===== src/design/cpu_fetch_pkg.sv =====
// CPU front-end package
// ISA widths, branch opcode, predictor constants and the structs passed
// between fetch, the IF/ID register and the decode-side branch resolver
`default_nettype none

package cpu_fetch_pkg;

  ////////////////////////////////
  // Widths and ISA constants
  ////////////////////////////////
  localparam int ADDR_W       = 16;       // Word-addressed instruction space
  localparam int INST_W       = 16;       // Instruction word
  localparam int PRED_ENTRIES = 16;       // Counters and BTB entries
  localparam int PRED_IDX_W   = $clog2(PRED_ENTRIES);
  localparam int OFFSET_W     = 9;        // Signed branch offset in inst[8:0]

  localparam logic [3:0] OPC_BRANCH = 4'hC;   // Opcode field inst[15:12]

  typedef logic [ADDR_W-1:0]     addr_t;      // Instruction address
  typedef logic [INST_W-1:0]     inst_t;      // Instruction word
  typedef logic [1:0]            pred_t;      // 2-bit counter, MSB = taken
  typedef logic [PRED_IDX_W-1:0] pred_idx_t;  // Low PC bits into the tables

  localparam pred_t PRED_RESET = 2'b01;   // Weakly not taken

  ////////////////////////////////
  // Stage payloads
  ////////////////////////////////
  // Fetch -> IF/ID, 66 bits
  typedef struct packed {
    addr_t pc_curr;            // PC of the fetched word
    addr_t pc_next;            // PC + 1, base for branch offsets
    inst_t inst;               // Word from instruction memory
    pred_t prediction;         // Counter value at fetch time
    addr_t predicted_target;   // BTB target, or PC + 1 on a miss
  } fetch_t;

  // IF/ID -> decode, 54 bits
  typedef struct packed {
    pred_idx_t pc_idx;         // Only the table index is kept
    addr_t     pc_next;
    inst_t     inst;
    pred_t     prediction;
    addr_t     predicted_target;
  } if_id_t;

  // Decode -> predictor training pulse, 22 bits
  typedef struct packed {
    logic      valid;          // One cycle per resolved branch
    pred_idx_t idx;
    logic      taken;
    addr_t     target;
  } resolve_t;

endpackage

`default_nettype wire


===== src/design/branch_predictor.sv =====
// Branch predictor
// Sixteen 2-bit saturating direction counters plus a 16-entry BTB
// Read combinationally by fetch, trained by decode one branch at a time
`default_nettype none

module branch_predictor (
  input  logic                    clk,
  input  logic                    rst,
  input  cpu_fetch_pkg::pred_idx_t lookup_idx,        // Low bits of fetch PC
  output cpu_fetch_pkg::pred_t     prediction,        // Counter at lookup_idx
  output cpu_fetch_pkg::addr_t     predicted_target,  // BTB target at lookup_idx
  output logic                    btb_hit,           // BTB entry valid
  input  cpu_fetch_pkg::resolve_t  update             // Training pulse from decode
);

  import cpu_fetch_pkg::*;

  pred_t                   ctr        [PRED_ENTRIES];  // Direction counters
  addr_t                   btb_target [PRED_ENTRIES];  // Target payload
  logic [PRED_ENTRIES-1:0] btb_valid;                  // One valid bit per entry
  pred_t                   ctr_cur;                    // Counter being trained
  pred_t                   ctr_next;                   // Its saturated new value

  ////////////////////////////////
  // Lookup, same cycle as fetch
  ////////////////////////////////
  assign prediction       = ctr[lookup_idx];
  assign predicted_target = btb_target[lookup_idx];
  assign btb_hit          = btb_valid[lookup_idx];

  ////////////////////////////////
  // Training
  ////////////////////////////////
  assign ctr_cur = ctr[update.idx];

  // Saturating step, up on taken and down on not taken
  always_comb begin
    ctr_next = ctr_cur;
    if (update.taken) begin
      if (ctr_cur != 2'b11)
        ctr_next = ctr_cur + 2'b01;
    end else if (ctr_cur != 2'b00) begin
      ctr_next = ctr_cur - 2'b01;
    end
  end

  // Counters and valid bits come out of reset known
  always_ff @(posedge clk) begin
    if (rst) begin
      for (int i = 0; i < PRED_ENTRIES; i++) begin
        ctr[i] <= PRED_RESET;
      end
      btb_valid <= '0;
    end else if (update.valid) begin
      ctr[update.idx] <= ctr_next;
      if (update.taken)
        btb_valid[update.idx] <= 1'b1;     // Entry becomes usable for fetch
    end
  end

  // Target storage, only meaningful once the valid bit is set
  always_ff @(posedge clk) begin
    if (update.valid && update.taken)
      btb_target[update.idx] <= update.target;
  end

  // Decode hands us a clean index whenever it trains
  a_update_idx_known: assert property (@(posedge clk) disable iff (rst)
    update.valid |-> !$isunknown(update.idx))
    else $error("branch_predictor: training pulse with unknown index");

endmodule

`default_nettype wire


===== src/design/decode_branch_unit.sv =====
// Decode-side branch resolver
// Spots branches in IF/ID, computes the real target, checks it against the
// fetch-time prediction and emits redirect and training
`default_nettype none

module decode_branch_unit (
  input  logic                    hold,         // Hazard stall, blocks resolution
  input  cpu_fetch_pkg::if_id_t    if_id,
  input  logic                    cond_met,     // Real branch outcome
  output logic                    redirect,     // Mispredict, also flushes IF/ID
  output cpu_fetch_pkg::addr_t     redirect_pc,
  output cpu_fetch_pkg::resolve_t  resolve       // Training pulse
);

  import cpu_fetch_pkg::*;

  logic                is_branch;     // Opcode match
  logic [OFFSET_W-1:0] offset;        // Raw signed offset
  addr_t               offset_ext;    // Sign-extended to address width
  addr_t               target;        // Real taken target
  logic                taken;
  logic                pred_taken;    // Counter MSB from fetch time
  logic                dir_wrong;
  logic                tgt_wrong;
  logic                mispredict;
  logic                resolve_now;   // A branch is being resolved this cycle

  ////////////////////////////////
  // Branch decode and target
  ////////////////////////////////
  assign is_branch  = (if_id.inst[15:12] == OPC_BRANCH);
  assign offset     = if_id.inst[OFFSET_W-1:0];
  assign offset_ext = {{(ADDR_W-OFFSET_W){offset[OFFSET_W-1]}}, offset};
  assign target     = if_id.pc_next + offset_ext;   // Relative to PC + 1

  ////////////////////////////////
  // Prediction check
  ////////////////////////////////
  assign taken      = cond_met;
  assign pred_taken = if_id.prediction[1];

  // Wrong direction, or right direction but fetch went somewhere else
  assign dir_wrong  = (taken != pred_taken);
  assign tgt_wrong  = taken && (if_id.predicted_target != target);
  assign mispredict = dir_wrong || tgt_wrong;

  // Nothing resolves under hold, the same branch is seen again afterwards
  assign resolve_now = is_branch && !hold;

  ////////////////////////////////
  // Outputs
  ////////////////////////////////
  assign redirect    = resolve_now && mispredict;
  assign redirect_pc = taken ? target : if_id.pc_next;   // Not taken falls through

  assign resolve = '{valid:  resolve_now,
                     idx:    if_id.pc_idx,
                     taken:  taken,
                     target: target};

  // A resolving branch needs a known outcome to train and redirect on
  always_comb begin
    a_outcome_known: assert #0 (!resolve.valid || !$isunknown(cond_met))
      else $error("decode_branch_unit: branch resolved with unknown cond_met");
  end

endmodule

`default_nettype wire


===== src/design/fetch_decode_top.sv =====
// CPU front end
// Fetch with branch prediction, the IF/ID register and the decode-side
// branch resolver wired into one block
`default_nettype none

module fetch_decode_top (
  input  logic                  clk,
  input  logic                  rst,
  input  logic                  hold,         // External hazard stall
  input  logic                  cond_met,     // Outcome of the branch in IF/ID
  output cpu_fetch_pkg::addr_t   imem_addr,
  input  cpu_fetch_pkg::inst_t   imem_data,
  output cpu_fetch_pkg::if_id_t  if_id,
  output logic                  redirect,
  output cpu_fetch_pkg::addr_t   redirect_pc
);

  import cpu_fetch_pkg::*;

  fetch_t   fetch_w;     // Fetch payload into IF/ID
  resolve_t resolve_w;   // Training back to the predictor

  fetch_stage fetch0 (
    .clk         (clk),
    .rst         (rst),
    .hold        (hold),
    .imem_addr   (imem_addr),
    .imem_data   (imem_data),
    .redirect    (redirect),
    .redirect_pc (redirect_pc),
    .update      (resolve_w),
    .fetch       (fetch_w)
  );

  // Redirect doubles as the flush, so the wrong-path word becomes a bubble
  if_id_pipe_reg if_id0 (
    .clk   (clk),
    .rst   (rst),
    .stall (hold),
    .flush (redirect),
    .fetch (fetch_w),
    .if_id (if_id)
  );

  decode_branch_unit decode0 (
    .hold        (hold),
    .if_id       (if_id),
    .cond_met    (cond_met),
    .redirect    (redirect),
    .redirect_pc (redirect_pc),
    .resolve     (resolve_w)
  );

endmodule

`default_nettype wire


===== src/design/fetch_stage.sv =====
// Instruction fetch stage
// Holds the PC, picks the next PC from redirect, prediction or PC + 1,
// and bundles the fetched word with its prediction for IF/ID
`default_nettype none

module fetch_stage (
  input  logic                    clk,
  input  logic                    rst,
  input  logic                    hold,         // Freezes the PC
  output cpu_fetch_pkg::addr_t     imem_addr,    // Current PC to instruction memory
  input  cpu_fetch_pkg::inst_t     imem_data,    // Same-cycle read data
  input  logic                    redirect,     // Mispredict from decode
  input  cpu_fetch_pkg::addr_t     redirect_pc,  // Corrected fetch address
  input  cpu_fetch_pkg::resolve_t  update,       // Predictor training
  output cpu_fetch_pkg::fetch_t    fetch         // Payload into IF/ID
);

  import cpu_fetch_pkg::*;

  addr_t pc_q;          // Program counter
  addr_t pc_plus1;      // Sequential successor
  addr_t pc_d;          // Selected next PC
  pred_t prediction;    // Counter at the current PC
  addr_t btb_target;    // Raw BTB entry
  logic  btb_hit;
  addr_t pred_target;   // Where fetch believes this word leads
  logic  follow_btb;    // Predicted taken with a usable target

  branch_predictor predictor0 (
    .clk              (clk),
    .rst              (rst),
    .lookup_idx       (pc_q[PRED_IDX_W-1:0]),
    .prediction       (prediction),
    .predicted_target (btb_target),
    .btb_hit          (btb_hit),
    .update           (update)
  );

  ////////////////////////////////
  // Next-PC selection
  ////////////////////////////////
  assign pc_plus1    = pc_q + addr_t'(1);
  assign pred_target = btb_hit ? btb_target : pc_plus1;   // Miss falls through
  assign follow_btb  = prediction[1] && btb_hit;

  always_comb begin
    if (redirect)
      pc_d = redirect_pc;        // Decode correction wins
    else if (follow_btb)
      pc_d = btb_target;
    else
      pc_d = pc_plus1;
  end

  always_ff @(posedge clk) begin
    if (rst)
      pc_q <= '0;
    else if (!hold)
      pc_q <= pc_d;
  end

  assign imem_addr = pc_q;

  // Everything decode needs to check this word's prediction later
  assign fetch = '{pc_curr:          pc_q,
                   pc_next:          pc_plus1,
                   inst:             imem_data,
                   prediction:       prediction,
                   predicted_target: pred_target};

endmodule

`default_nettype wire


===== src/design/if_id_pipe_reg.sv =====
// IF/ID pipeline register
// Captures the fetch payload each cycle, holds on stall, and turns the
// slot into a bubble on flush
`default_nettype none

module if_id_pipe_reg (
  input  logic                  clk,
  input  logic                  rst,
  input  logic                  stall,   // Keep current contents
  input  logic                  flush,   // Drop the word, wins over stall
  input  cpu_fetch_pkg::fetch_t  fetch,
  output cpu_fetch_pkg::if_id_t  if_id
);

  import cpu_fetch_pkg::*;

  logic      wen;                 // Load enable
  logic      clr;                 // Bubble or reset
  pred_idx_t pc_idx_q;
  addr_t     pc_next_q;
  inst_t     inst_q;
  pred_t     prediction_q;
  addr_t     predicted_target_q;

  assign wen = ~stall;
  assign clr = flush | rst;

  // PC bookkeeping survives a flush, only reset clears it
  always_ff @(posedge clk) begin
    if (rst) begin
      pc_idx_q  <= '0;
      pc_next_q <= '0;
    end else if (wen) begin
      pc_idx_q  <= fetch.pc_curr[PRED_IDX_W-1:0];
      pc_next_q <= fetch.pc_next;
    end
  end

  // Word and prediction, zeroed to form a bubble
  always_ff @(posedge clk) begin
    if (clr) begin
      inst_q             <= '0;
      prediction_q       <= '0;
      predicted_target_q <= '0;
    end else if (wen) begin
      inst_q             <= fetch.inst;
      prediction_q       <= fetch.prediction;
      predicted_target_q <= fetch.predicted_target;
    end
  end

  assign if_id = '{pc_idx:           pc_idx_q,
                   pc_next:          pc_next_q,
                   inst:             inst_q,
                   prediction:       prediction_q,
                   predicted_target: predicted_target_q};

  // Decode never resolves while the pipe is held
  a_no_flush_in_stall: assert property (@(posedge clk) disable iff (rst)
    !(flush && stall))
    else $error("if_id_pipe_reg: flush raised during stall");

endmodule

`default_nettype wire


===== config.mk =====
export PLATFORM = sky130hd
export DESIGN_NAME = fetch_decode_top
export DESIGN_NICKNAME = d
export VERILOG_FILES = /design/src/design/cpu_fetch_pkg.sv /design/src/design/branch_predictor.sv /design/src/design/decode_branch_unit.sv /design/src/design/fetch_decode_top.sv /design/src/design/fetch_stage.sv /design/src/design/if_id_pipe_reg.sv
export SDC_FILE = /design/constraint.sdc
export NUM_CORES = 1
export LEC_CHECK = 0
export ABC_AREA = 1
export BUFFER_PORTS_ARGS = -buffer_cell sky130_fd_sc_hd__buf_4
export CORE_UTILIZATION = 28
export DETAILED_ROUTE_END_ITERATION = 8
export HOLD_SLACK_MARGIN = 0.05
export PLACE_DENSITY = 0.51
export SYNTH_ARGS = -nofsm -noshare
export SYNTH_HDL_FRONTEND = slang
export SYNTH_SLANG_ARGS = --single-unit

===== constraint.sdc =====
create_clock -name clk -period 8.3 [get_ports clk]
set_input_delay 0.83 -clock clk [delete_from_list [all_inputs] [get_ports clk]]
set_output_delay 0.83 -clock clk [all_outputs]
set_load 0.02 [all_outputs]

==> metrics.md <==
| Metric | Value |
|---|---|
| Register area share after synthesis | `roughly three fifths` |
| ANT cells | `0` |
| Hold crit path type | `reg2reg` |
| Post-layout nets | `1,982` |
| Clock Sinks | `382` |
| Syn_nets | `1,939` |
| Clock slew at reported path FFs | `0.06 ns` |
| Die width | `255 µm` |
| Max-slew violations | `0` |
| Via count | `~14,000` |
| Netlist cell types | `39` |
| RSZ-0062 raised after global routing | `false` |
| Post-synthesis register bit count | `around 380` |
| CORE AREA | `between 60,000 and 70,000 µm²` |
| Port buffer count | `about 110` |
| Rows | `between 90 and 100` |
| Final Skew | `between 0.02 and 0.025 ns` |
| Gr ovfl total | `0` |
| CTS buffer count | `41` |
| Rel. slew slack | `under 10%` |
| Root buffer cell | `clkbuf_16` |
| DP HPWL | `roughly 33,000 µm` |
| Syn Inst Count | `approximately 1,900` |
| Critical Path Max Stage Delay | `1.06 ns` |
| WL met1 | `roughly 24,000 µm` |
| Top routing layer used | `met5` |
| Final worst hold slack | `~0.46 ns` |
| Mapped Area | `between 15,000 and 20,000 µm²` |
| Largest net degree at the start of global routing | `85` |
| Die ar. | `approximately 65,000 µm²` |
| Slowest CP cell | `xor2_1` |
| Drt first-iter violations | `approximately 1,100` |
| Met2 Routed Length | `26,100 µm` |
| Crit path DAT | `between 3 and 4 ns` |
| Initial Utilization | `~28%` |
| RR Endpoint | `fetch0.imem_addr[15]` |
| Worst Reg2Reg Path Length in Cells | `11` |
| Worst-path fanout max | `17` |
| Final setup viols | `0` |
| Critical path origin | `if_id0.inst_q[8]` |
| Antenna Nets Post-Route | `0` |
| Post-placement cell count | `~2,700` |
| Outcome | `completed` |
| Setup TNS | `0 ns` |
| Ys async rst share | `0%` |
| Post_cts resized | `0` |
| Die Span Y | `255 µm` |
| Fin crit share | `approximately 57%` |
| YS warnings | `0` |
| DR pass1 iterations | `5` |
| CP endpoint | `redirect_pc[13]` |
| CTS tree | `done` |
| Total Routed Length | `between 50,000 and 60,000 µm` |
| WP data required | `about 7.5 ns` |
| Post-synth top area share | `48.3%` |
| Top Ports | `107` |
| Crit path capture type | `output port` |
| Max Cap Viol | `0` |
| Later-pin clock latency in the skew report | `0.56 ns` |
| Commonest cells after routing, fill and taps aside | `nand2_1 (305), edfxtp_1 (288), nor2_1 (259)` |
| Hold Fails Final Rpt | `0` |
| Most common flop cell mapped by yosys | `edfxtp_1` |
| Biggest area consumer among synthesized cells | `edfxtp_1` |
| Longest Clk Path Bufs | `3` |
| Avg Vias per Cell | `about 4.9` |
| R2R Setup Slk | `between 4 and 5 ns` |
| Non-filler instance count after layout | `between 2,000 and 3,000` |
| Synthesized area per cell | `approximately 9.4 µm²` |
| Top post-synthesis cells by area | `edfxtp_1 (48%), dfxtp_1 (11%), o21ai_0 (7.0%)` |
| GP Congestion | `~0.88` |
| Routed len/inst | `19.5 µm` |
| Commonest non-fill, non-tap cell in the layout | `nand2_1` |
| Initial antenna violation count | `2` |
| Crit path cell chain | `ha_1 > nand2_1 > inv_1 > a21oi_1 > inv_1 > a21oi_1 > nand2_1 > xor2_1 > nand2_1 > o21ai_0 > buf_4` |
| Fraction of layout cells with a size suffix above 1 | `between 10% and 20%` |
| Power per cell area | `233 nW/µm²` |
| Total GRT Usage | `16.9%` |
| Most used cell, CP | `nand2_1` |
| Hold buffers post-CTS | `0` |
| CTS H-Tree Depth | `2` |
| Tmin final | `about 4.7 ns` |
| EDFF count, synth | `roughly 290` |
| CP startpoint kind | `flop` |
| P_leak | `7.76 nW` |
| Met3 layer wire length in the routed design | `3310 µm` |
| Setup CP Type | `reg2out` |
| First-pass GRT wire length | `between 80,000 and 90,000 µm` |
| # DRC | `0` |
| Worst-Margin Slew | `approximately 1.4 ns` |
| Number of global-route vias before repair | `roughly 13,000` |
| Highest clock rate | `~210 MHz` |
| Post-CTS setup buffers | `0` |
| Synth-to-Final Area Change | `16.2%` |
| Maximum VDD drop | `about 0.00018 V` |
-- cell type report --
type / instances / area (µm²)
clock inverters: 23 / 318
multi-input cells: 1211 / 6170
fillers: 6565 / 42300
well taps: 846 / 1060
repair buffers: 124 / 931
clock buffers: 49 / 1080
flip-flops and latches: 382 / 10500
inverters: 185 / 696
-- how the worst min path moves through the flow --
stage,startpoint,slack (ns),cells after the start,to
5_1_grt,fetch0.predictor0.btb_valid[9],0.49,1,fetch0.predictor0.btb_valid[9]
3_3_place_gp,fetch0.predictor0.btb_valid[6],0.45,1,fetch0.predictor0.btb_valid[6]
2_1_floorplan,fetch0.predictor0.btb_valid[15],0.44,1,fetch0.predictor0.btb_valid[15]
3_5_place_dp,fetch0.predictor0.btb_valid[10],0.45,1,fetch0.predictor0.btb_valid[10]
6_report,fetch0.predictor0.btb_valid[10],0.46,1,fetch0.predictor0.btb_valid[10]
4_1_cts,fetch0.predictor0.btb_valid[10],0.46,1,fetch0.predictor0.btb_valid[10]
-- where the power goes --
| group | total, mW | switching (mW) | internal (mW) |
|---|---|---|---|
| Clock | 1.92 | 0.777 | 1.15 |
| Sequential | 2.19 | 0.0654 | 2.13 |
| Combinational | 0.733 | 0.518 | 0.215 |
-- stage by stage --
stage	utilization, %	power, mW	instance area [µm²]	setup slack, ns
after CTS	32.9	4.88	20800	3.61
after global placement	30.7	2.95	19400	4.26
after global routing	32.9	5.03	20800	3.29
final	32.9	4.85	20800	3.58
after detailed placement	30.7	2.96	19400	4.17
after floorplan	-	2.69	17900	5.00
-- synth_stat cells (all sizes together) (25+ instances only) --
cell type and number:
edfxtp 288, o21ai 251, o211ai 25, dfxtp 94, nand3 108, nand2 318
buf 41, nor2 293, clkbuf 83, o221ai 58, inv 181, a21oi 79
-- layer usage --
metal | global-route usage (%) | vias to the layer above
li1 | - | 6587
met1 | 22.6 | 6657
met2 | 28.6 | 498
met3 | 2.13 | 81
met4 | 4.62 | 2
met5 | 0 | -
-- state kept, by name (all words and copies together) (netlist names), named ones only --
| signal | flops |
|---|---|
| if_id0.predicted_target_q | 16 |
| fetch0.predictor0.ctr | 32 |
| if_id0.inst_q | 16 |
| if_id0.prediction_q | 2 |
| if_id0.pc_next_q | 16 |
| fetch0.predictor0.btb_target | 256 |
| fetch0.imem_addr | 16 |
| fetch0.predictor0.btb_valid | 16 |
| if_id0.pc_idx_q | 4 |
-- logic make-up after synthesis --
group / Yosys count / share of synthesized area (%)
buffers and inverters: 309 / 7.18
xor gates and xnor gates: 18 / 1.00
and+or+nand+nor: 729 / 16.8
adders and majority gates: 17 / 1.23
AOI/OAI and AO/OA: 447 / 14.9
DFF: 382 / 58.9
-- worst max-delay path: cells and delay by family, from the launching register on --
family	cells	cell delay [ns]
adders and majority gates	1	0.39
DFF	1	0.64
and+or+nand+nor	3	0.30
xor gates and xnor gates	1	1.06
AOI/OAI and AO/OA	3	0.60
buffers and inverters	3	0.33
(Power assumes the default switching activity.)
